**src/hw/bus_types_pkg.sv**
```systemverilog
// ~~~~~~~~~~~~~~~~~~~~~~~~~~~~~~~~~~~~~~~~
// word and address types, per-core port structs
// ram request struct and ram status enum
// ~~~~~~~~~~~~~~~~~~~~~~~~~~~~~~~~~~~~~~~~
package bus_types_pkg;

   parameter int CPUS = 2; // number of cores on the bus

   typedef logic [31:0] word_t; // one data word
   typedef logic [31:0] addr_t; // word address, ports and ram alike

   // ACCESS means the ram completes the access this cycle
   typedef enum logic [1:0] {FREE, BUSY, ACCESS, ERROR} ram_state_t;

   typedef struct packed {
      logic  iren;   // instruction read enable
      addr_t iaddr;
   } ireq_t;

   typedef struct packed {
      logic  iwait;  // low for the one cycle iload is valid
      word_t iload;
   } iresp_t;

   typedef struct packed {
      logic  dren;
      logic  dwen;
      addr_t daddr;
      word_t dstore; // also carries the writeback block on a snoop hit
   } dreq_t;

   typedef struct packed {
      logic  dwait;
      word_t dload;
   } dresp_t;

   // cache answer to a snoop
   typedef struct packed {
      logic cctrans; // still changing state
      logic ccwrite; // block is modified, writing it back
   } snoop_in_t;

   typedef struct packed {
      logic  ccwait;      // hold the cache while another core is served
      logic  ccinv;       // invalidate the snooped block
      addr_t ccsnoopaddr;
   } snoop_out_t;

   typedef struct packed {
      logic  ramren;
      logic  ramwen;
      addr_t ramaddr;
      word_t ramstore;
   } ram_req_t;

endpackage

```
**src/hw/ifetch_arbiter.sv**
```systemverilog
// ~~~~~~~~~~~~~~~~~~~~~~~~~~~~~~~~~~~~~~~~
// instruction fetch arbiter
// core 0 first, with a held grant
// ~~~~~~~~~~~~~~~~~~~~~~~~~~~~~~~~~~~~~~~~
`timescale 1ns/1ps

module ifetch_arbiter (
   input  logic                       CLK,
   input  logic                       nRST,
   input  bus_types_pkg::ireq_t       ireq [bus_types_pkg::CPUS],
   input  bus_types_pkg::ram_state_t  ram_state,
   input  bus_types_pkg::word_t       ram_load,
   output bus_types_pkg::ram_req_t    iram_req,
   output bus_types_pkg::iresp_t      iresp [bus_types_pkg::CPUS]
);
   import bus_types_pkg::*;

   logic sel;     // core that owns the ram port this cycle
   logic grant_q; // core whose fetch is in flight
   logic lock_q;  // a fetch is in flight, keep its grant

   // an open fetch keeps its core, else core 0 wins when it reads
   assign sel = lock_q ? grant_q : !ireq[0].iren;

   always_comb begin
      iram_req.ramren   = ireq[sel].iren;
      iram_req.ramwen   = 1'b0; // fetches never write
      iram_req.ramaddr  = ireq[sel].iaddr;
      iram_req.ramstore = '0;
   end

   // only the granted core sees its word, and only at ACCESS
   always_comb begin
      for (int i = 0; i < CPUS; i++) begin
         iresp[i].iwait = !((i == int'(sel)) && ireq[i].iren && (ram_state == ACCESS));
         iresp[i].iload = (i == int'(sel)) ? ram_load : '0;
      end
   end

   always_ff @(posedge CLK, negedge nRST) begin
      if (!nRST) begin
         lock_q  <= 1'b0;
         grant_q <= 1'b0;
      end else if (ireq[sel].iren && (ram_state != ACCESS)) begin
         lock_q  <= 1'b1; // fetch started or still waiting
         grant_q <= sel;
      end else begin
         lock_q  <= 1'b0; // done or nobody reading
      end
   end

endmodule

```
**config.mk**
```make
export PLATFORM = sky130hd
export DESIGN_NAME = ifetch_arbiter
export DESIGN_NICKNAME = d
export VERILOG_FILES = /design/src/hw/bus_types_pkg.sv /design/src/hw/ifetch_arbiter.sv
export SDC_FILE = /design/constraint.sdc
export NUM_CORES = 1
export LEC_CHECK = 0
export BUFFER_PORTS_ARGS = -buffer_cell sky130_fd_sc_hd__buf_2
export CAP_MARGIN = 20
export CORE_AREA = 8 8 85 87
export DETAILED_ROUTE_END_ITERATION = 8
export DIE_AREA = 0 0 93 95
export HOLD_SLACK_MARGIN = 0.05
export PLACE_DENSITY = 0.68
export SYNTH_ARGS = -nofsm -noshare
export SYNTH_HDL_FRONTEND = slang
export SYNTH_SLANG_ARGS = --single-unit
```
**constraint.sdc**
```tcl
create_clock -name CLK -period 1.6 [get_ports CLK]
set_clock_uncertainty 0.05 [all_clocks]
set_input_delay 0.08 -clock CLK [delete_from_list [all_inputs] [get_ports CLK]]
set_output_delay 0.08 -clock CLK [all_outputs]
set_load 0.005 [all_outputs]
```
# Yosys cells after proc, flatten, opt, wreduce, memory -nomap -nowiden
# Cells that the tools add are included.
[totals]
input_bits = 102
output_inout_bits = 132
regBits = 2
elab_cells = 22
[op_classes]
n_lt_le_gt_ge = 1
n_reduce_logical = 8
eq_ne = 2
bitwise_logic = 2
mux = 7
[op_table]
columns = ["operator", "count"]
rows = [
  ["two-way mux 33 bit", 3],
  ["two-way mux 32 bit", 2],
  ["logical AND 1 bit", 5],
  ["logical NOT 1 bit", 3],
  ["== test 2 bit, second input constant", 1],
  [">= comparator 2 bit, second input constant", 1],
  ["two-way mux 1 bit", 2],
  ["!= test 2 bit, second input constant", 1],
  ["inverter 1 -> 2 bit", 1],
  ["inverter 1 bit", 1],
]

# Longest topological paths before layout
[logic_depth]
word_depth = 8
mapped_depth = 4
ltp_nobuf = 3

# Least setup slack after synthesis
# Ideal clock, no wire load.
[synth_path]
kind = "register to output"
start = "register lock_q"
end = "output port iram_req[34] (netlist name)"
path_slack_ns = 0.221
stages_incl_launch_ff = 4
arrival_ns = 1.249
required_time_ns = 1.470
path_buffers = 1
cell_sequence = "dfrtp_1 > o21ai_4 > buf_8 > mux2_2"
[synth_rtl]
columns = ["item", "line", "rtl"]
rows = [
  ["start, declared", "ifetch_arbiter.sv:20", "logic lock_q;"],
  ["start signal, assigned", "ifetch_arbiter.sv:42", "lock_q <= 1'b0;"],
  ["start signal, assigned", "ifetch_arbiter.sv:45", "lock_q <= 1'b1;"],
  ["start signal, assigned", "ifetch_arbiter.sv:48", "lock_q <= 1'b0;"],
  ["end, declared", "ifetch_arbiter.sv:13", "output bus_types_pkg::ram_req_t iram_req,"],
]

==> impl_metrics.prom <==
# TYPE chip_impl_metric gauge
chip_impl_info{name="max_stage_delay_cell_worst_path",value="sky130_fd_sc_hd__dfrtp_2"} 1
chip_impl_info{name="top_usage_layer",value="met2"} 1
chip_impl_metric{name="finalHoldViolations",unit=""} 0
chip_impl_metric{name="yosysUniqueCellTypes",unit=""} 20
chip_impl_metric{name="timing.critical_path.arrival",unit="ns"} 1.57
chip_impl_metric{name="postLayoutSetupSlackWorst",unit="ns"} -0.102
chip_impl_metric{name="route.detailed.vias_per_inst",unit=""} 4.06
chip_impl_metric{name="cts_htree_levels",unit=""} 1
chip_impl_metric{name="die_area",unit="um^2"} 8840
chip_impl_metric{name="cts_num_sinks",unit=""} 2
chip_impl_metric{name="critical_path_peak_fanout",unit=""} 8
chip_impl_info{name="worst_path_dominant_cell_family",value="flip-flops"} 1
chip_impl_metric{name="worst_skew_pair.late_latency",unit="ns"} 0.21
chip_impl_metric{name="count_of_port_buffers_added_during_placement",unit=""} 200
chip_impl_metric{name="dpl_worst_slack",unit="ns"} 0.0657
chip_impl_metric{name="fp.dieH",unit="um"} 95
chip_impl_info{name="critical_path.cell_chain",value="o21ai_4 -> buf_12 -> buf_12 -> mux2_4 -> buf_6"} 1
chip_impl_metric{name="critical_path.max_stage_delay",unit="ns"} 0.44
chip_impl_metric{name="yosysSeqAreaShare",unit="%"} 4.08
chip_impl_metric{name="dr_total_vias",unit=""} 1778
chip_impl_metric{name="number_of_global_route_vias_before_repair",unit=""} 1824
chip_impl_metric{name="antenna_cells",unit=""} 0
chip_impl_info{name="clock_tree.root_cell",value="sky130_fd_sc_hd__clkbuf_8"} 1
chip_impl_metric{name="buffers_from_clock_root_to_sink_at_most",unit=""} 2
chip_impl_metric{name="effective_utilization_at_floorplan",unit="%"} 21.1
chip_impl_metric{name="max_capacitance_violation_total",unit=""} 0
chip_impl_metric{name="syn2layout_area_growth",unit="%"} 125
chip_impl_metric{name="drt_first_iter_violations",unit=""} 21
chip_impl_metric{name="standard_cell_rows",unit=""} 28
chip_impl_metric{name="grt_pass1_wl",unit="mm"} 9.44
chip_impl_metric{name="required_time_reported_for_the_critical_path_endpoint",unit="ns"} 1.47
chip_impl_info{name="unrepaired_setup_endpoints_after_global_routing",value="yes"} 1
chip_impl_metric{name="post_drt_wl_per_cell",unit="um"} 17.5
chip_impl_metric{name="finalCoreUtilization",unit="%"} 47.4
chip_impl_info{name="failed_checks",value="setup timing"} 1
chip_impl_metric{name="grt_util_met1",unit="%"} 12.0
chip_impl_metric{name="syn-instance-count",unit=""} 155
chip_impl_metric{name="synth.ff_latch_count",unit=""} 2
chip_impl_metric{name="post_synth_instance_area",unit="um^2"} 1230
chip_impl_metric{name="p_per_area",unit="nW/um^2"} 712
chip_impl_metric{name="postSynthAreaPerCell",unit="um^2"} 7.91
chip_impl_metric{name="wl",unit="mm"} 7.66
chip_impl_metric{name="static-leakage-power",unit="nW"} 1.65
chip_impl_metric{name="fmaxAchievable",unit="MHz"} 587
chip_impl_info{name="worst_setup_start_kind",value="flip-flop"} 1
chip_impl_info{name="class_of_the_worst_hold_path",value="in2async"} 1
chip_impl_metric{name="whs",unit="ns"} 0.138
chip_impl_metric{name="ys_warn_count",unit=""} 0
chip_impl_metric{name="portion_of_the_clock_cycle_consumed_by_the_worst_path_in_the_final_layout",unit="%"} 106
chip_impl_metric{name="placeableCoreArea",unit="um^2"} 5820
chip_impl_metric{name="final-max-slew-violation-count",unit=""} 0
chip_impl_info{name="crit_type",value="reg2out"} 1
chip_impl_metric{name="layout.nets",unit=""} 467
chip_impl_metric{name="met3_track_usage_gr",unit="%"} 3.81
chip_impl_metric{name="global_route_usage_sum",unit="%"} 13.1
chip_impl_metric{name="chipWidth",unit="um"} 93
chip_impl_metric{name="worst_ir_drop_vdd",unit="V"} 0.000318
chip_impl_metric{name="final_layout_size_suffix_gt1_share",unit="%"} 70.8
chip_impl_metric{name="cts-buffers-inserted",unit=""} 3
chip_impl_metric{name="gr-total-overflow",unit=""} 0
chip_impl_metric{name="period_minus_slack",unit="ns"} 1.70
chip_impl_info{name="crit_path_frequent_cell",value="sky130_fd_sc_hd__buf_12"} 1
chip_impl_metric{name="placer_s_final_routability_congestion_estimate",unit=""} 0.824
chip_impl_metric{name="crit_buf_inv",unit=""} 3
chip_impl_metric{name="firstDrtPassIters",unit=""} 4
chip_impl_metric{name="dp.final_hpwl",unit="mm"} 5.68
chip_impl_metric{name="antenna_found_initial",unit=""} 0
chip_impl_metric{name="grt_start_max_net_pins",unit=""} 34
chip_impl_info{name="status",value="complete, but fails checks"} 1
chip_impl_metric{name="drtAntennaViolNets",unit=""} 0
chip_impl_metric{name="gr-usage-met2",unit="%"} 27.1
chip_impl_metric{name="cts.clk_slew.worst_paths",unit="ns"} 0.03
chip_impl_info{name="setup.worst_path.end_class",value="primary output"} 1
chip_impl_metric{name="drc",unit=""} 0
chip_impl_metric{name="pin_count",unit=""} 234
chip_impl_info{name="clock_tree_from_tritoncts",value="yes"} 1
chip_impl_metric{name="setup_viol",unit=""} 45
-- state kept, by name, summed over array words and instances (netlist names) --
signal   count
grant_q      1
lock_q       1
-- worst register-to-register path, delay by kind of cell, from the launching register on --
family                 cells  cell delay [ns]
AOI/OAI and AO/OA          1             0.20
buffers and inverters      1             0.13
DFF                        1             0.38
and+or+nand+nor            2             0.23
-- cell type report --
cell class	instances	area [um^2]
Sequential cell	2	51.3
Clock buffer	3	41.3
Timing Repair Buffer	215	1460
Multi-Input combinational cell	142	1110
Fill cell	558	3060
Tap cell	75	93.8
Inverter	1	3.75
-- cell families after synthesis --
logic type | count (synthesis) | share of synthesized area, %
AOI/OAI and AO/OA | 4 | 3.27
and+or+nand+nor | 73 | 36.6
other | 1 | 0.306
DFF | 2 | 4.08
buffers and inverters | 43 | 26.3
muxes | 32 | 29.4
-- path summary, 6_finish.rpt --
kind,startpoint,endpoint,slack (ns),cells after the start
max,lock_q,iram_req[49],-0.10,5
min,nRST,lock_q,0.14,2
max reg2reg,grant_q,lock_q,0.46,4
min reg2reg,grant_q,grant_q,0.58,2
max in group asynchronous,nRST,lock_q,1.25,2
min in group CLK,ireq[32],lock_q,0.18,3
-- Yosys cell counts (all sizes together) --
master  count  share of area (%)
o32a        1               0.92
nor3b       1               0.61
nor3        1               0.41
mux2       32                 29
conb        1               0.31
nor2b       1               0.51
nand2       1               0.31
nor2        2               0.61
inv         1               0.31
clkbuf      6                2.1
nand2b      1               0.71
buf        36                 24
a21oi       1               0.41
nand3       2               0.82
dfrtp       2                4.1
o21a        1               0.61
o21ai       1                1.3
and2       64                 33
-- stage by stage --
stage | setup TNS [ns] | area, um^2 | total power [mW] | instances
final | -3.14 | 2760 | 1.96 | 438
after global placement | 0 | 2180 | 1.20 | 424
after CTS | -4.09 | 2340 | 1.56 | 432
after floorplan | 0 | 1350 | 0.734 | 187
after global routing | -7.79 | 2760 | 2.10 | 438
after detailed placement | 0 | 2180 | 1.22 | 424
-- cells in the final DEF, fill, tap and decap left out --
cell,count
sky130_fd_sc_hd__mux2_4,32
sky130_fd_sc_hd__nand2_1,1
sky130_fd_sc_hd__o32a_2,1
sky130_fd_sc_hd__nand3_1,2
sky130_fd_sc_hd__o21ai_4,1
sky130_fd_sc_hd__dlygate4sd3_1,1
sky130_fd_sc_hd__conb_1,33
sky130_fd_sc_hd__buf_2,165
sky130_fd_sc_hd__o21a_1,1
sky130_fd_sc_hd__and2_1,60
sky130_fd_sc_hd__and2_4,4
sky130_fd_sc_hd__clkbuf_8,3
sky130_fd_sc_hd__dfrtp_2,1
sky130_fd_sc_hd__nor2_1,2
sky130_fd_sc_hd__inv_1,1
sky130_fd_sc_hd__nor2b_1,1
sky130_fd_sc_hd__dfrtp_1,1
sky130_fd_sc_hd__clkbuf_16,3
sky130_fd_sc_hd__nor3b_1,1
sky130_fd_sc_hd__nor3_1,1
sky130_fd_sc_hd__buf_12,4
sky130_fd_sc_hd__buf_8,2
sky130_fd_sc_hd__buf_6,36
sky130_fd_sc_hd__buf_4,4
sky130_fd_sc_hd__nand2b_4,1
sky130_fd_sc_hd__a21oi_1,1
-- routing by layer --
| layer | part of all wire [%] | wire length [um] |
|---|---|---|
| met4 | 1.6 | 119 |
| met5 | 0 | 0 |
| met1 | 31 | 2360 |
| met2 | 58 | 4460 |
| met3 | 9.4 | 720 |
-- power by group --
part           internal [mW]  leakage [nW]  switching (mW)
combinational           1.05          1.60           0.641
sequential            0.0616        0.0228          0.0129
clock                  0.159        0.0216          0.0391
-- repair_timing --
item,CTS,global route
buffers inserted,3,4
hold endpoints to repair,2,0
cloned,1,4
setup endpoints to repair,32,55
gates resized for setup,12,66
pin swaps,0,5
hold buffers,1,0
Note: power is estimated with default switching activity, not from simulation.
