`src/hw/bus_types_pkg.sv`:
```
// ~~~~~~~~~~~~~~~~~~~~~~~~~~~~~~~~~~~~~~~~
// word and address types, per-core port structs
// ram request struct and ram status enum
// ~~~~~~~~~~~~~~~~~~~~~~~~~~~~~~~~~~~~~~~~
package bus_types_pkg;

   parameter int CPUS = 2; // number of cores on the bus

   typedef logic [31:0] word_t; // one data word
   typedef logic [31:0] addr_t; // word address, ports and ram alike

   // ACCESS means the ram completes the access this cycle
   typedef enum logic [1:0] {FREE, BUSY, ACCESS, ERROR} ram_state_t;

   typedef struct packed {
      logic  iren;   // instruction read enable
      addr_t iaddr;
   } ireq_t;

   typedef struct packed {
      logic  iwait;  // low for the one cycle iload is valid
      word_t iload;
   } iresp_t;

   typedef struct packed {
      logic  dren;
      logic  dwen;
      addr_t daddr;
      word_t dstore; // also carries the writeback block on a snoop hit
   } dreq_t;

   typedef struct packed {
      logic  dwait;
      word_t dload;
   } dresp_t;

   // cache answer to a snoop
   typedef struct packed {
      logic cctrans; // still changing state
      logic ccwrite; // block is modified, writing it back
   } snoop_in_t;

   typedef struct packed {
      logic  ccwait;      // hold the cache while another core is served
      logic  ccinv;       // invalidate the snooped block
      addr_t ccsnoopaddr;
   } snoop_out_t;

   typedef struct packed {
      logic  ramren;
      logic  ramwen;
      addr_t ramaddr;
      word_t ramstore;
   } ram_req_t;

endpackage

```
`src/hw/ram_port_mux.sv`:
```
// ~~~~~~~~~~~~~~~~~~~~~~~~~~~~~~~~~~~~~~~~
// ram port mux, data side first
// ~~~~~~~~~~~~~~~~~~~~~~~~~~~~~~~~~~~~~~~~
`timescale 1ns/1ps

module ram_port_mux (
   input  logic                       data_busy,
   input  bus_types_pkg::ram_req_t    iram_req,
   input  bus_types_pkg::ram_req_t    dram_req,
   input  bus_types_pkg::ram_state_t  ram_state,
   output bus_types_pkg::ram_state_t  iram_state,
   output bus_types_pkg::ram_state_t  dram_state,
   output bus_types_pkg::ram_req_t    ram_req
);
   import bus_types_pkg::*;

   // the coherence controller owns the ram for its whole transaction,
   // fetches only get through while it sits in IDLE
   always_comb begin
      if (data_busy) begin
         ram_req    = dram_req;
         dram_state = ram_state;
         iram_state = BUSY;      // fetch side stalls
      end else begin
         ram_req    = iram_req;
         iram_state = ram_state;
         dram_state = BUSY;      // nothing pending on data side anyway
      end
   end

endmodule

```
`config.mk`:
```
export PLATFORM = sky130hd
export DESIGN_NAME = ram_port_mux
export DESIGN_NICKNAME = d
export VERILOG_FILES = /design/src/hw/bus_types_pkg.sv /design/src/hw/ram_port_mux.sv
export SDC_FILE = /design/constraint.sdc
export NUM_CORES = 1
export LEC_CHECK = 0
export BUFFER_PORTS_ARGS = -buffer_cell sky130_fd_sc_hd__buf_2
export CAP_MARGIN = 20
export CORE_AREA = 2 2 80 82
export DETAILED_ROUTE_END_ITERATION = 8
export DIE_AREA = 0 0 82 84
export PLACE_DENSITY_LB_ADDON = 0.12
export SLEW_MARGIN = 25
export SYNTH_ARGS = -nofsm -noshare
export SYNTH_HDL_FRONTEND = slang
export SYNTH_SLANG_ARGS = --single-unit
```
`constraint.sdc`:
```
create_clock -name vclk -period 1.59
set_input_delay 0.0795 -clock vclk [all_inputs]
set_output_delay 0.0795 -clock vclk [all_outputs]
set_load 0.05 [all_outputs]
```
# After elaboration in Yosys (flattened, before gate mapping)
# Cells that the tools add are included.
# totals
elab_cells,3
inputBits,135
reg_bits,0
# op_classes
mux,3
# op_table
operator,n
66-bit two-way mux,1
2-bit two-way mux,2

# Longest topological paths before layout
# Gate-level depths: netlist (run 1).
# logic_depth
depth_word,1
depth_mapped,3
mapped_depth_nobuf,1

# Least setup slack after synthesis (run 1)
# Ideal clock, no wire load.
# synth_timing
path_type,in2out
start,in data_busy
end,out iram_state[1]
required_ns,1.510
path_slack_ns,0.442
stages,3
arrival_ns,1.069
path_buffers,2
path_cell_list,buf_6 > buf_6 > nor2b_1
# synth_between
elab_chain_len,1
# synth_lines
item,line_no,rtl
start: declaration,ram_port_mux.sv:7,"input logic data_busy,"
2-bit two-way mux,ram_port_mux.sv:20,if (data_busy) begin
end: declaration,ram_port_mux.sv:11,"output bus_types_pkg::ram_state_t iram_state,"
# Every way passes these cells.

==> results.txt, run 1 <==
The total of cells resized after clock tree synthesis is 0. The post-synthesis instance area is 1160 µm². Port buffering added 205 buffers.

The setup path with the least slack is of type in -> out. For this run the aggregate overflow at the end of global routing stands at 0. The final wirelength is 4.09 mm. The final critical path time including I/O delays and setup came out at 1.09 ns. STA classifies the critical path endpoint as a primary output. The total negative slack is 0 ns. Synthesis produced a netlist with a net count of 213. The filler cell count came out at 656. The worst setup path is launched from a primary input.

The share of the yosys chip area belonging to registers came out at 0. The number of flip-flops and latches came out at 0. The post-route standard cell area excluding fillers came out at 2180 µm². The per-cell routed wire length is 11.6 µm. The share of total power dissipated in the clock network is 0. The routed layout has 1,359 vias.

By area the synthesized netlist is led by sky130_fd_sc_hd__mux2_4, sky130_fd_sc_hd__buf_12, sky130_fd_sc_hd__buf_6. The layout has 0 clock buffers. sky130_fd_sc_hd__mux2_4 takes more of the synthesized area than any other cell. The number of violations of the max-capacitance limit came out at 0. The number of global-route vias before repair is 1,351. The number of top-level design ports came out at 205.

The required arrival time at the worst endpoint is 1.51 ns. The total core area came out at 6100 µm². The detailed placer's ending HPWL is 3.67 mm. The quantity of hold-fixing buffers added after cts is 0. The number of nets in the layout is 414.

Setup repair after global routing left no endpoint under its margin. The first global-routing pass estimated 5.87 mm of wire. The number of warning messages in the yosys log came out at 0. The utilization of the core after routing is 0.358. The portion of the clock cycle consumed by the worst path in the final layout came out at 0.688. Entering global routing, the biggest net connects 38 pins. The total count of max-transition violations in the final report came out at 0. The final-report setup violation count is 0. The tightest hold margin came out at 0.573 ns.

The share of total power dissipated in combinational logic is 1.000. The post-CTS setup buffer count is 0. After detailed routing, the number of vias per cell comes to 3.84. The slew at the pin closest to its max-slew limit came out at 0.263 ns. The die outline height came out at 84 µm.

The switching fraction of total power is 0.615. The combined flip-flop and latch cell area came out at 0 µm². After synthesis, the mean cell area works out to 14.9 µm². The maximum fanout along the worst path came out at 37. The site row count came out at 29. The number of nets still failing antenna checks after routing came out at 0. Synthesis handed over a netlist of 78 instances. The flow ran to the end, and the final reports show no timing, DRC or antenna violations. The netlist uses 7 different library cells.

The count of antenna diodes in the layout is 0. The worst hold path belongs to the class in -> out. Compared with the post-synthesis result, the final layout area differs by 88.2%. The number of failing hold endpoints at the final stage is 0. The leakage power summed over all cells came out at 1.38 nW. The share of the synthesized area in the top cell type came out at 0.855. The placer congestion estimate came out at 0.660. The overall fraction of global-route tracks in use came out at 0.102.

The worst relative slew slack is 0.825. The power per unit of standard cell area came out at 493 nW/µm². The area of the die is 6890 µm².

Measured along the x axis, the die boundary spans 82 µm. For this run, design rule violations remaining after detail routing come to 0. The share of total power dissipated in sequential elements is 0. The count of TritonRoute iterations in the first routing pass is 2. The highest ir drop seen on vdd came out at 0.192 mV. The total cell area at the placement stage is 2180 µm². The first routing iteration left 8 violations. The area of combinational cells with multiple inputs came out at 1020 µm².

In the final layout, the share of cells above drive strength 1 is 0.989. The internal portion of total power came out at 0.000414 W. The initial utilization of the core area, before any placement, comes to 0.190. The number of antenna violations at the first check in global routing was 0. The highest clock rate came out at 0.914 GHz.

STA puts the critical path data arrival time at 1.02 ns. The net switching power of the design came out at 0.000662 W.
-- synth_stat cells --
| cell type | number |
|---|---|
| sky130_fd_sc_hd__mux2_4 | 66 |
| sky130_fd_sc_hd__buf_12 | 6 |
| sky130_fd_sc_hd__buf_6 | 2 |
| sky130_fd_sc_hd__and2_1 | 1 |
| sky130_fd_sc_hd__nand2b_1 | 1 |
| sky130_fd_sc_hd__nor2b_1 | 1 |
| sky130_fd_sc_hd__or2_2 | 1 |
-- routing by layer --
layer	track usage	vias up	part of all wire
met1	0.117	582	0.36
met2	0.202	86	0.55
met4	0	0	0
li1	-	691	-
met5	0	-	0
met3	0.0162	0	0.096
-- cell families after synthesis --
| kind of cell | share of synthesized area |
|---|---|
| and+or+nand+nor | 0.0216 |
| muxes | 0.855 |
| buffers and inverters | 0.123 |
-- placed cells by master, fill, tap and decap left out --
| cell | instances |
|---|---|
| sky130_fd_sc_hd__buf_12 | 2 |
| sky130_fd_sc_hd__nor2b_1 | 1 |
| sky130_fd_sc_hd__nand2b_1 | 1 |
| sky130_fd_sc_hd__or2_2 | 1 |
| sky130_fd_sc_hd__and2_1 | 1 |
| sky130_fd_sc_hd__buf_4 | 1 |
| sky130_fd_sc_hd__buf_2 | 204 |
| sky130_fd_sc_hd__mux2_4 | 66 |
-- final timing paths --
path | to | cells after the start | start
setup / recovery | ram_req[37] | 4 | data_busy
hold / removal | iram_state[1] | 3 | ram_state[1]
-- worst max-delay path: stages --
cell and delay (ns):
sky130_fd_sc_hd__buf_4 0.11, sky130_fd_sc_hd__buf_12 0.25, sky130_fd_sc_hd__mux2_4 0.33, sky130_fd_sc_hd__buf_2 0.21
-- layout make-up --
type                       instances  share of cell area
timing repair buffer             207               0.490
multi-input combinational         70               0.466
tap                               77              0.0442
-- through the flow --
step                worst slack (ns)  cells  power [W]
finish                         0.495    354    0.00108
global route                   0.465    354    0.00113
CTS                            0.493    354    0.00108
detailed placement             0.496    354    0.00108
global placement               0.503    354    0.00108
floorplan                      0.442     78   0.000825
-- power by group through the flow --
stage                     Clock [W]  Combinational [W]  Sequential, W
final                             0            0.00108              0
after global routing              0            0.00113              0
after CTS                         0            0.00108              0
after detailed placement          0            0.00108              0
after global placement            0            0.00108              0
after floorplan                   0           0.000825              0
(Power assumes the default switching activity.)
==> run 2, diff against run 1 <==
Clock period 1.59 ns to 1 ns, I/O delays scaled along.
==> results.txt, run 2 (same netlist as run 1, synthesis figures left out) <==
The overall fraction of global-route tracks in use came out at 0.101 (-0.00109). The site row count came out at 29 (unchanged). The clock power share is 0 (unchanged). The number of port buffers is 205 (unchanged).

The highest metal layer with signal wires is met4. The detailed placer's ending HPWL came out at 3.66 mm (about the same). The required arrival time at the worst endpoint came out at 0.95 ns (-0.56 ns). The startpoint identified for the worst hold timing path is dram_req[14]. The sequential share of power is 0 (unchanged). The total negative slack came to 0 ns (unchanged).

The number of clock buffer instances in the layout came out at 0 (unchanged). The startpoint-to-endpoint class of the critical path is in -> out. The number of global-route vias before repair was 1,328 (-1.7%).

The slowest stage of the critical path belongs to the cell sky130_fd_sc_hd__mux2_4. The die outline height came to 84 µm (unchanged). The final critical path time including I/O delays and setup is 0.957 ns. The setup slack at placement is -0.00369 ns (-0.500 ns). Walking the worst path, the cells encountered are buf_8 -> buf_16 -> mux2_4 -> buf_2. The number of antenna violations at the first check in global routing is 0 (unchanged). The average via count per standard cell came out at 3.83 (-0.21%).

The global-route wire length before repair was 5.78 mm (-1.5%). The share of post-route cells with drive strength above 1 was 0.993 (+0.00379). The net switching power of the design was 0.00107 W (+61%). The tightest min-delay check is of the in -> out type. The final worst-path setup slack was 0.0434 ns (-0.452 ns). The cell total after placement came out at 355 (+0.28%). The utilization of the core after routing is 0.383 (+0.0248). The power per unit of standard cell area is 764 nW/µm² (+55%). The worst relative slew slack came out at 0.822 (-0.00216). The total vias in the final route was 1,383 (+1.8%). The detailed-routed wire length on met2 is 2.38 mm (+6.6%). The count of TritonRoute iterations in the first routing pass is 4 (+2).

The met3 routed wirelength is 364 µm (-7.6%). The worst hold path stage count was 3 (unchanged). The growth of design area from synthesis to finish came out at 101%. The die extent in x is 82 µm (unchanged).

The area of the die came out at 6890 µm² (unchanged). The portion of the clock cycle consumed by the worst path in the final layout came out at 0.957. The total cell area at the placement stage is 2190 µm² (+0.46%). The quantity of hold-fixing buffers added after cts came out at 0 (unchanged). The type of element launching the critical path is a primary input. The DRC violations left is 0 (unchanged).

The final-report setup violation count came out at 0 (unchanged). In the layout the commonest cells are sky130_fd_sc_hd__buf_2, sky130_fd_sc_hd__mux2_4, sky130_fd_sc_hd__clkbuf_4, sky130_fd_sc_hd__clkbuf_16, sky130_fd_sc_hd__buf_6. The internal portion of total power came out at 0.000713 W (+72%). The signal arrival time at the worst endpoint was 0.91 ns (-0.11 ns).

The number of flip-flops and latches came out at 0 (unchanged). The maximum number of pins on one net before global-route repair came out at 32 (-16%). The highest clock rate came out at 1.05 GHz. The combinational share of power came out at 1.000 (about the same). The number of violations of the max-capacitance limit was 0 (unchanged). Leaving out fill and tap cells, the most frequent cell in the layout is sky130_fd_sc_hd__buf_2.

The total count of max-transition violations in the final report came out at 0 (unchanged). The number of top-level design ports is 205 (unchanged). The worst hold path terminates at ram_req[14]. The per-cell routed wire length came out at 12.2 µm (+5.9%). The number of nets still failing antenna checks after routing came to 0 (unchanged). The switching fraction of total power was 0.600 (-0.0157). The total buffers and inverters traversed by the critical path came to 3 (unchanged).

The count of antenna diodes in the layout is 0 (unchanged). The total core area is 6100 µm² (unchanged). The remaining global-route overflow came to 0 (unchanged). The starting DRC count in detailed routing is 5 (-3). The combined flip-flop and latch cell area came out at 0 µm² (unchanged). The run finished with clean final reports.

The placer congestion estimate came to 0.689 (+4.4%). The initial core utilization is 0.190 (unchanged). The slew at the pin closest to its max-slew limit is 0.268 ns (+0.00509 ns).

The wire length the detailed router placed on met1 came to 1.65 mm (+13%). Setup repair after global routing could not meet its margin everywhere. The maximum fanout along the worst path was 15 (-59%). The critical path endpoint category is a primary output.

The final wirelength was 4.42 mm (+8.0%). The largest stage delay on the critical path came to 0.30 ns (-0.03 ns). The final cell count without fillers came to 361 (+2.0%). The number of failing hold endpoints at the final stage was 0 (unchanged).

The leakage power summed over all cells is 1.45 nW (+5.3%). Among cell families on the critical path, the largest total delay comes from buffers and inverters. The post-route standard cell area excluding fillers is 2330 µm² (+6.9%). The highest ir drop seen on vdd is 0.301 mV (+57%).

The number of nets in the layout came out at 421 (+1.7%).
## run 2: how the worst max path moves through the flow
stage / cells after the start / to / slack, ns / start
floorplan: 3 / dram_state[1] / 0.15 / data_busy
global placement: 4 / ram_req[35] / -0.004 / data_busy
detailed placement: 4 / ram_req[28] / -0.004 / data_busy
CTS: 4 / ram_req[28] / -0.004 / data_busy
global route: 4 / ram_req[37] / 0.0001 / data_busy
finish: 4 / ram_req[35] / 0.04 / data_busy
## run 2: area by class of cell
| class | count | area [µm²] |
|---|---|---|
| Tap cell | 77 | 96.3 |
| Multi-Input combinational cell | 70 | 1020 |
| Fill cell | 651 | 3760 |
| Timing Repair Buffer | 214 | 1220 |
## run 2: power by group through the flow
| stage | Sequential [W] | Clock (W) | Combinational [W] |
|---|---|---|---|
| 2_1_floorplan | 0 | 0 | 0.00131 |
| 3_3_place_gp | 0 | 0 | 0.00172 |
| 3_5_place_dp | 0 | 0 | 0.00172 |
| 4_1_cts | 0 | 0 | 0.00173 |
| 5_1_grt | 0 | 0 | 0.00186 |
| 6_report | 0 | 0 | 0.00178 |
## run 2: per-stage QoR
step / hold WS [ns] / power, W
final: 0.513 / 0.00178
after CTS: 0.524 / 0.00173
after global routing: 0.526 / 0.00186
after global placement: 0.518 / 0.00172
after floorplan: 0.322 / 0.00131
after detailed placement: 0.523 / 0.00172
## run 2: repair_timing
action,in CTS,in global routing
endpoints found under the setup margin,19,57
cloned,0,5
setup buffers,0,1
gates resized for setup,0,9
## run 2: per-layer routing
metal	global-route usage	vias up
li1	-	709
met1	0.113	580
met2	0.205	92
met3	0.00758	2
met4	0.00606	0
met5	0	-
