--- src/hw/bus_types_pkg.sv ---
// ~~~~~~~~~~~~~~~~~~~~~~~~~~~~~~~~~~~~~~~~
// word and address types, per-core port structs
// ram request struct and ram status enum
// ~~~~~~~~~~~~~~~~~~~~~~~~~~~~~~~~~~~~~~~~
package bus_types_pkg;

   parameter int CPUS = 2; // number of cores on the bus

   typedef logic [31:0] word_t; // one data word
   typedef logic [31:0] addr_t; // word address, ports and ram alike

   // ACCESS means the ram completes the access this cycle
   typedef enum logic [1:0] {FREE, BUSY, ACCESS, ERROR} ram_state_t;

   typedef struct packed {
      logic  iren;   // instruction read enable
      addr_t iaddr;
   } ireq_t;

   typedef struct packed {
      logic  iwait;  // low for the one cycle iload is valid
      word_t iload;
   } iresp_t;

   typedef struct packed {
      logic  dren;
      logic  dwen;
      addr_t daddr;
      word_t dstore; // also carries the writeback block on a snoop hit
   } dreq_t;

   typedef struct packed {
      logic  dwait;
      word_t dload;
   } dresp_t;

   // cache answer to a snoop
   typedef struct packed {
      logic cctrans; // still changing state
      logic ccwrite; // block is modified, writing it back
   } snoop_in_t;

   typedef struct packed {
      logic  ccwait;      // hold the cache while another core is served
      logic  ccinv;       // invalidate the snooped block
      addr_t ccsnoopaddr;
   } snoop_out_t;

   typedef struct packed {
      logic  ramren;
      logic  ramwen;
      addr_t ramaddr;
      word_t ramstore;
   } ram_req_t;

endpackage

--- src/hw/coherence_control.sv ---
// ~~~~~~~~~~~~~~~~~~~~~~~~~~~~~~~~~~~~~~~~
// coherence controller for the data ports
// snoop FSM, memory serve and cache to cache serve
// ~~~~~~~~~~~~~~~~~~~~~~~~~~~~~~~~~~~~~~~~
`timescale 1ns/1ps

module coherence_control (
   input  logic                       CLK,
   input  logic                       nRST,
   input  bus_types_pkg::dreq_t       dreq [bus_types_pkg::CPUS],
   input  bus_types_pkg::snoop_in_t   snoop_in [bus_types_pkg::CPUS],
   input  bus_types_pkg::ram_state_t  ram_state,
   input  bus_types_pkg::word_t       ram_load,
   output bus_types_pkg::ram_req_t    dram_req,
   output bus_types_pkg::dresp_t      dresp [bus_types_pkg::CPUS],
   output bus_types_pkg::snoop_out_t  snoop_out [bus_types_pkg::CPUS],
   output logic                       data_busy
);
   import bus_types_pkg::*;

   // the digit names the requesting core
   // CACHEn means the other cache owns the block and forwards it to core n
   // MEMn means ram owns the block
   typedef enum logic [2:0] {
      IDLE,
      ARBITRATE,
      SNOOP0,
      SNOOP1,
      CACHE0,
      CACHE1,
      MEM0,
      MEM1
   } state_t;

   state_t state, next_state;

   logic [CPUS-1:0] want; // per-core data request pending
   logic rq;              // requesting core
   logic ot;              // the other core, the one being snooped
   logic in_cache;        // cache to cache serve in progress
   logic served_q;        // requester already got its word in this serve

   always_comb begin
      for (int i = 0; i < CPUS; i++) begin
         want[i] = dreq[i].dren | dreq[i].dwen;
      end
   end

   // requester id falls out of the state name
   assign rq        = (state == SNOOP1) || (state == CACHE1) || (state == MEM1);
   assign ot        = !rq;
   assign in_cache  = (state == CACHE0) || (state == CACHE1);
   assign data_busy = (state != IDLE); // mux hands ram to this side

   always_ff @(posedge CLK, negedge nRST) begin
      if (!nRST) begin
         state    <= IDLE;
         served_q <= 1'b0;
      end else begin
         state    <= next_state;
         served_q <= in_cache; // low only in the first serve cycle
      end
   end

   always_comb begin : next_state_logic
      next_state = state;
      case (state)
         IDLE: begin
            if (|want) begin
               next_state = ARBITRATE;
            end
         end
         ARBITRATE: begin
            if (want[0]) begin
               next_state = SNOOP0; // core 0 wins ties
            end else if (want[1]) begin
               next_state = SNOOP1;
            end else begin
               next_state = IDLE;
            end
         end
         SNOOP0, SNOOP1: begin
            if (snoop_in[ot].cctrans) begin
               next_state = state; // snooped cache still deciding
            end else if (snoop_in[ot].ccwrite) begin
               next_state = rq ? CACHE1 : CACHE0; // modified copy found
            end else begin
               next_state = rq ? MEM1 : MEM0;
            end
         end
         CACHE0, CACHE1, MEM0, MEM1: begin
            if (ram_state == ACCESS) begin
               next_state = IDLE; // writeback or own access landed
            end
         end
         default: begin
            next_state = IDLE;
         end
      endcase
   end

   always_comb begin : output_logic
      // quiet bus unless a state says otherwise
      for (int i = 0; i < CPUS; i++) begin
         dresp[i].dwait           = 1'b1;
         dresp[i].dload           = '0;
         snoop_out[i].ccwait      = 1'b0;
         snoop_out[i].ccinv       = 1'b0;
         snoop_out[i].ccsnoopaddr = '0;
      end
      dram_req = '0;

      case (state)
         ARBITRATE: begin
            // freeze both caches while picking a winner
            for (int i = 0; i < CPUS; i++) begin
               snoop_out[i].ccwait = 1'b1;
            end
         end
         SNOOP0, SNOOP1: begin
            snoop_out[ot].ccwait      = 1'b1;
            snoop_out[ot].ccsnoopaddr = dreq[rq].daddr;
            snoop_out[ot].ccinv       = dreq[rq].dwen; // writer takes exclusive copy
         end
         CACHE0, CACHE1: begin
            snoop_out[ot].ccwait      = 1'b1;
            snoop_out[ot].ccsnoopaddr = dreq[rq].daddr;
            // dirty block goes to requester now and to ram in parallel
            dresp[rq].dload           = dreq[ot].dstore;
            dresp[rq].dwait           = served_q;
            dram_req.ramwen           = 1'b1;
            dram_req.ramaddr          = dreq[rq].daddr;
            dram_req.ramstore         = dreq[ot].dstore;
            dresp[ot].dwait           = (ram_state != ACCESS); // writeback done
         end
         MEM0, MEM1: begin
            // requester's own access straight to ram
            dram_req.ramren   = dreq[rq].dren;
            dram_req.ramwen   = dreq[rq].dwen;
            dram_req.ramaddr  = dreq[rq].daddr;
            dram_req.ramstore = dreq[rq].dstore;
            dresp[rq].dload   = ram_load;
            dresp[rq].dwait   = (ram_state != ACCESS);
         end
         default: begin
            dram_req = '0; // IDLE leaves the ram to fetches
         end
      endcase
   end

endmodule

--- config.mk ---
export PLATFORM = sky130hd
export DESIGN_NAME = coherence_control
export DESIGN_NICKNAME = d
export VERILOG_FILES = /design/src/hw/bus_types_pkg.sv /design/src/hw/coherence_control.sv
export SDC_FILE = /design/constraint.sdc
export NUM_CORES = 1
export LEC_CHECK = 0
export ABC_AREA = 1
export BUFFER_PORTS_ARGS = -buffer_cell sky130_fd_sc_hd__buf_2
export CAP_MARGIN = 15
export CORE_AREA = 2 2 143 145
export DETAILED_ROUTE_END_ITERATION = 10
export DIE_AREA = 0 0 145 147
export PLACE_DENSITY_LB_ADDON = 0.15
export SETUP_SLACK_MARGIN = 0.02
export SYNTH_ARGS = -nofsm -noshare
export SYNTH_HDL_FRONTEND = slang
export SYNTH_SLANG_ARGS = --single-unit
export TNS_END_PERCENT = 20
--- constraint.sdc ---
create_clock -name CLK -period 1.18 [get_ports CLK]
set_input_delay 0.059 -clock CLK [delete_from_list [all_inputs] [get_ports CLK]]
set_output_delay 0.059 -clock CLK [all_outputs]
set_load 0.005 [all_outputs]
* After elaboration in Yosys (flattened, before gate mapping) *
Index checks and enable logic that the tools add are counted.

word-level totals
  output and inout bits = 201
  word-level logic and storage cells = 80
  register bits = 4
  input bits = 172

cells by class
  order comparisons = 4
  reduce and logical (&&, ||, !) cells = 14
  muxes and demuxes = 42
  eq/ne operators = 12
  bitwise gates (word level) = 6

operators with widths
  kind                count
  $bwmux 66           3
  $mux 66             3
  $mux 32             5
  $bwmux 68           2
  $pmux 33 s2         2
  $pmux 66 s2         1
  $pmux 65 s2         1
  $and 64x64->64      2
  $demux 34 s1        3
  $demux 33 s1        3
  $mux 33             3
  $mux 34             1
  $eq 3x3->1 const B  4
  $mux 2              6
  $pmux 3 s4          1
  $mux 3              3
  $ne 2x2->1 const B  4
  $reduce_or 2->1     4
  $eq 3x2->1 const B  2
  $pmux 1 s3          2
  $ge 2x2->1 const B  2
  $lt 2x1->1 const B  2
  $not 1->2           2
  $reduce_or 4->1     1
  other kinds (10)    16

* Depth between registers and ports, before layout *
Gate-level depths: netlist of the first run.

  depth in word-level cells = 12
  mapped depth = 9
  mapped depth without buffers = 7

* Worst setup path before layout of the first run *
No wires, ideal clock.

  path kind = reg-to-reg
  start point = register state[2]
  end point = register state[1]
  buffers on the path = 2
  arrival = 1.188 ns
  required time = 1.063 ns
  stages on the path, launching flop included = 9
  clock period less this slack = 1.306 ns
  slack = -0.126 ns
  library setup time = 0.117 ns
  cells stage by stage = dfrtp_1 > buf_4 > inv_2 > buf_2 > nor2_1 > nor2_1 > nand2_1 > nand2_1 > nand2_1

on the way
  longest elaborated chain between the ends = 11
  elaborated cells between the ends (all ways) = 24
  classes of those cells = eq/ne (10); mux (6); bitwise (1); reduce/logical (7)

ends and longest elaborated chain
  item                                       RTL line                                          source
  start, declared                            coherence_control.sv:35                           state_t state, next_state;
  start signal, assigned                     coherence_control.sv:60                           state <= next_state;
  $eq 3x2->1 or $eq 3x3->1 (tied branches)   coherence_control.sv:50, coherence_control.sv:67
  $logic_or 1x1->1 (2 in a row)              coherence_control.sv:50                           assign rq = (state == SNOOP1) || (state == CACHE1) || (state == MEM1);
  $logic_not 1->1                            coherence_control.sv:51                           assign ot = !rq;
  $not 1->2 (not written as such)            coherence_control.sv:83, coherence_control.sv:85
  $mux 2 (not written as such) (3 in a row)  coherence_control.sv:85                           end else if (snoop_in[ot].ccwrite) begin
  $mux 2                                     coherence_control.sv:85
  $mux 3                                     coherence_control.sv:83                           if (snoop_in[ot].cctrans) begin
  $pmux 3 s4                                 coherence_control.sv:67                           case (state)

Several ways; a longest one is shown, not always the timed one. The select of a mux whose other input is x is not followed.
A chain may end at the register's enable or synchronous reset.

==> results.py, run 1 <==
metrics = {
    "worst_setup_path": {
        "arrival_ps": 1730,
        "crit_fanout": 21,
        "endpoint_kind": "output pin",
        "r2r_slack_ps": -320,
        "r2r_start": "state[1]$_DFFE_PN0P_",
        "startpoint_type": "register",
        "crit_type": "reg2out",
        "r2r_cells": 9,
        "crit_required_ps": 1120,
        "reg2reg_to": "state[1]$_DFFE_PN0P_",
    },
    "die": {
        "rows": 52,
        "start_util_pct": 15.93,
        "core-area_sq_um": 19840,
        "io_pins": 373,
        "die_w_microns": 145,
        "die_h_microns": 147,
        "design.die.area_sq_um": 21320,
    },
    "detailed_routing": {
        "antenna_left": 0,
        "vias_per_cell": 4.614,
        "wire_per_inst_microns": 16.41,
        "first_pass_iters": 4,
        "drt_drc_violations_left": 0,
        "wl_met3_microns": 1530,
        "met2_length_microns": 11170,
        "drt-met1-wl_microns": 8659,
        "routed.top_layer": "met5",
        "vias": 6127,
        "first_iter_violations": 140,
        "routed_wl_microns": 21800,
    },
    "cells_and_area": {
        "diodes": 0,
        "nets": 1232,
        "final_util_pct": 33.67,
        "final_cells": 1328,
        "syn_to_final_growth_pct": 111.4,
        "drive_gt1_share_pct": 53.21,
    },
    "cts": {
        "cts_tree": "yes",
        "htreeDepth": 1,
        "insertion_delay_ps": 230,
        "cts.sinks": 4,
        "numCtsBuffers": 3,
        "cts_buffer_depth": 2,
        "cts.clk_slew.worst_paths_ps": 30,
        "cts_root_buf": "clkbuf_16",
    },
    "logic_synthesis": {
        "ys_seq_area_share_pct": 3.167,
        "synth_most_common_cell": "nor2_1",
        "yosys-top-cells-count": "109 x nor2_1, 101 x o21ai_0, 99 x inv_1",
        "ys_types": 22,
        "ys.flop_type": "dfrtp_1",
        "netlist_instances": 658,
        "postSynthAreaPerCell_sq_um": 4.803,
        "synth_largest_area_cell": "o21ai_0",
        "synth-compound-area-share_pct": 37.13,
        "synth_top_family_by_area": "simple AND/OR/NAND/NOR gates",
        "ys_ff_latch": 4,
        "synthAdderAreaFrac_pct": 0,
        "postSynthNetCount": 830,
        "syn_area_sq_um": 3161,
        "yosys-top-cells-area": "o21ai_0 16%, nor2_1 13%, inv_1 12%",
        "synth.top_cell.area_share_pct": 15.99,
        "synth_edf_count": 0,
        "synth-simple-area-share_pct": 37.85,
        "ys_warn_count": 0,
        "muxShareOfSynthArea_pct": 0,
        "async_flop_share_pct": 100.0,
        "synth-xor-area-share_pct": 0,
    },
    "global_route": {
        "antenna_found_initial": 2,
        "grt_usage_pct": 18.75,
        "grt_pass1_wl_microns": 32440,
        "grt_overflow": 0,
        "grt_max_degree": 37,
        "grt_pass1_vias": 5934,
    },
    "power_and_ir_drop": {
        "total_power_mw": 13.99,
        "p_leak_nw": 3.806,
        "peakVddDrop_v": 0.0005413,
        "power.density_nw_per_um2": 2094,
    },
    "place": {
        "dp.cells": 1318,
        "gp_congestion": 0.8672,
        "place_ws_ps": -372.1,
        "dp_hpwl_microns": 17100,
        "io_buffers": 372,
    },
    "hold_path": {
        "hp-class": "in2reg",
        "holdPathStages": 4,
        "hp-start": "snoop_in[3]",
        "holdPathEnd": "state[2]$_DFFE_PN0P_",
    },
    "run": {
        "cap_violations": 0,
    },
    "sta": {
        "setup_violations": 204,
        "max_freq_mhz": 558.8,
        "hold_viol_final": 0,
        "fin_crit_ps": 1790,
        "slew_headroom_pct": 73.58,
        "rsz0062_at_grt": "yes",
        "period_share_pct": 151.7,
        "finClkSkew_ps": 1.910,
        "tightest_slew_ps": 396.3,
        "layout_setup_ws_ps": -609.6,
        "drv_slew": 0,
    },
    "outcome": {
        "status": "finished with violations",
        "violations": "setup timing",
    },
}
[logic make-up after synthesis]
group	Yosys count
buffers and inverters	169
and+or+nand+nor	281
DFF	4
AOI/OAI and AO/OA	204
[worst max-delay path, stage by stage, from the launching register on]
cell and delay, ps:
dfrtp_2 460, buf_6 140, nor2_2 150, nor2_4 80, buf_4 130, buf_6 160
o21ai_0 170, o21ai_1 80, buf_2 130
[sequential cells by signal, indices dropped and copies added, names as in the netlist]
| name | cells |
|---|---|
| state | 3 |
| served_q | 1 |
[power breakdown]
group	internal (mW)	switching, mW
Combinational	5.99	7.14
Sequential	0.207	0.120
Clock	0.434	0.101
Total	6.63	7.36
[cell type report]
cell class	instances	area (sq um)
fillers	2265	13160
repair buffers	463	2949
well taps	270	337.8
flip-flops and latches	4	102.6
multi-input cells	485	2825
clock buffers	3	75.07
inverters	103	391.6
[stage by stage]
| stage | setup TNS, ps | area, sq um | hold slack, ps |
|---|---|---|---|
| after global routing | -117560 | 6681 | 177.0 |
| after floorplan | -1148 | 3630 | -236.6 |
| after global placement | -54400 | 6375 | -115.8 |
| after detailed placement | -54530 | 6375 | -116.6 |
| after CTS | -100160 | 6578 | 171.7 |
| final | -100680 | 6681 | 157.8 |
[what timing repair did]
item | 4_1_cts | 5_1_grt
endpoints found under the setup margin | 204 | 204
hold endpoints to repair | 4 | 0
setup buffers | 1 | 3
gates resized for setup | 44 | 16
pin swaps | 4 | 2
cloned | 0 | 2
hold buffers | 1 | 0
[how the worst max path moves through the flow]
stage | slack, ps | from | to | cells past startpoint
after global routing | -700 | state[1]$_DFFE_PN0P_ | dram_req[41] | 7
after CTS | -610 | state[1]$_DFFE_PN0P_ | dram_req[51] | 7
after detailed placement | -370 | state[1]$_DFFE_PN0P_ | dram_req[23] | 8
after global placement | -370 | state[2]$_DFFE_PN0P_ | dresp[22] | 5
after floorplan | -20 | state[1]$_DFFE_PN0P_ | state[1]$_DFFE_PN0P_ | 7
final | -610 | state[2]$_DFFE_PN0P_ | dram_req[19] | 8
[cell usage in the layout, fill, tap and decap left out, types with 8 or more instances in the layout]
master / count
o21ai_1: 38
buf_12: 26
inv_1: 99
a211oi_2: 30
nor3_2: 29
o22ai_1: 53
nand4_1: 32
nor2_1: 105
nand2_1: 90
o21ai_0: 66
buf_6: 11
nand2_2: 8
buf_2: 372
buf_4: 51
[metal layers]
metal  GRT usage, %  up-vias
met2          36.00      254
met4          4.307        2
met1          21.01     2807
li1               -     3039
met5              0        -
met3          4.130       25
Power figures use the tool's default switching activity.
==> inputs of run 2 (changes only) <==
--- a/config.mk
+++ b/config.mk
@@ -11,7 +11,7 @@
 export CORE_AREA = 2 2 143 145
 export DETAILED_ROUTE_END_ITERATION = 10
 export DIE_AREA = 0 0 145 147
-export PLACE_DENSITY_LB_ADDON = 0.15
+export PLACE_DENSITY = 0.48
 export SETUP_SLACK_MARGIN = 0.02
 export SYNTH_ARGS = -nofsm -noshare
 export SYNTH_HDL_FRONTEND = slang
==> results.py, run 2 (same netlist as run 1, synthesis figures left out) <==
metrics = {
    "sta": {
        "layout_setup_ws_ps": -564.9,
        "drv_slew": 0,
        "tns_ps": -92210,
        "max_freq_mhz": 573.1,
        "setup_violations": 204,
        "rsz0062_at_grt": "yes",
        "hold_viol_final": 0,
        "tightest_slew_ps": 265.6,
        "slew_headroom_pct": 82.10,
        "period_share_pct": 147.9,
        "finClkSkew_ps": 0.8917,
        "fin_crit_ps": 1745,
    },
    "cells_and_area": {
        "multi_input_area_sq_um": 2873,
        "final_area_sq_um": 6923,
        "fill_cells": 2228,
        "mostFrequentLayoutCells": "371 x buf_2, 99 x inv_1, 96 x nor2_1",
        "max_flop_register": "state",
        "top_regs": "state: 3 flops, served_q: 1 flops",
        "layout_commonest_cell": "buf_2",
        "final-seq-area_sq_um": 102.6,
        "largest_reg_flops": 3,
        "syn_to_final_growth_pct": 119.0,
        "nets": 1239,
        "drive_gt1_share_pct": 54.55,
    },
    "power_and_ir_drop": {
        "p_leak_nw": 3.918,
        "total_power_mw": 14.82,
        "power.density_nw_per_um2": 2140,
        "peakVddDrop_v": 0.0008434,
    },
    "cts": {
        "numCtsBuffers": 3,
        "cts_buffer_depth": 2,
        "cts_root_buf": "clkbuf_16",
        "htreeDepth": 1,
        "cts.sinks": 4,
        "cts.clk_slew.worst_paths_ps": 30,
        "insertion_delay_ps": 220,
        "cts_tree": "yes",
    },
    "die": {
        "core-area_sq_um": 19840,
        "die_w_microns": 145,
        "io_pins": 373,
        "rows": 52,
        "design.die.area_sq_um": 21320,
        "die_h_microns": 147,
        "start_util_pct": 15.93,
    },
    "place": {
        "place_area_sq_um": 6235,
        "gp_congestion": 0.8431,
        "io_buffers": 372,
        "place_ws_ps": -333.7,
        "dp_hpwl_microns": 16990,
    },
    "worst_setup_path": {
        "startpoint_type": "register",
        "r2r_start": "state[1]$_DFFE_PN0P_",
        "crit_fanout": 17,
        "crit_required_ps": 1120,
        "crit_type": "reg2out",
        "endpoint_kind": "output pin",
        "crit_start": "state[1]$_DFFE_PN0P_",
        "arrival_ps": 1690,
    },
    "detailed_routing": {
        "first_pass_iters": 4,
        "vias": 6166,
        "wire_per_inst_microns": 16.47,
        "antenna_left": 0,
        "drt_drc_violations_left": 0,
        "first_iter_violations": 202,
        "routed_wl_microns": 22020,
        "vias_per_cell": 4.612,
    },
    "global_route": {
        "antenna_found_initial": 1,
        "grt_pass1_vias": 5839,
        "grt_pass1_wl_microns": 31910,
        "grt_overflow": 0,
        "grt_max_degree": 44,
        "grt_usage_pct": 18.41,
    },
    "outcome": {
        "status": "finished with violations",
        "violations": "setup timing",
    },
    "run": {
        "cap_violations": 0,
    },
    "hold_path": {
        "hp-class": "in2async",
    },
}
[run 2: where the power goes]
part           switching [mW]  total, mW  internal (mW)
combinational            7.38       14.0           6.60
sequential              0.101      0.308          0.207
clock                  0.0944      0.527          0.433
[run 2: path summary, 6_finish.rpt]
check	cells past startpoint	endpoint	slack, ps
worst min register to register	3	state[1]$_DFFE_PN0P_	760
worst min-delay path	2	served_q$_DFF_PN0_	170
worst max register to register	8	state[1]$_DFFE_PN0P_	-320
max in group asynchronous	2	state[2]$_DFFE_PN0P_	870
worst max-delay path	7	dram_req[31]	-560
min in group CLK	4	state[2]$_DFFE_PN0P_	170
[run 2: routing by layer]
layer  global-route usage [%]  part of all wire (%)
met3                    3.385                   7.0
met1                    22.17                    41
met4                    3.317                   1.5
met5                        0                     0
met2                    34.38                    50
[run 2: final cells by class]
class,count,share of cell area (%)
flip-flops and latches,4,1.482
well taps,270,4.880
inverters,103,5.657
multi-input cells,485,41.50
diodes,2,0.07229
clock buffers,3,1.084
repair buffers,470,45.33
[run 2: metrics by stage]
| stage | hold WS [ps] | util, % | std cells |
|---|---|---|---|
| detailed placement | -125.8 | 31.42 | 1306 |
| global route | 180.2 | 34.86 | 1335 |
| finish | 165.3 | 34.89 | 1337 |
| global placement | -126.0 | 31.42 | 1306 |
| CTS | 151.6 | 32.64 | 1317 |
| floorplan | -236.6 | - | 658 |
[run 2: critical path: stages, from the launching register on]
cell     delay (ps)
dfrtp_1         390
buf_6           130
o21ai_4         200
buf_12          210
buf_12          140
nor2_1           40
o22ai_1         190
buf_2           150
[run 2: what timing repair did]
action | 4_1_cts | 5_1_grt
setup endpoints to repair | 204 | 205
resized for setup | 47 | 60
pin swaps | 10 | 2
endpoints found under the hold margin | 4 | 0
gates cloned | 1 | 9
hold buffers | 1 | 0
buffers inserted | 6 | 9
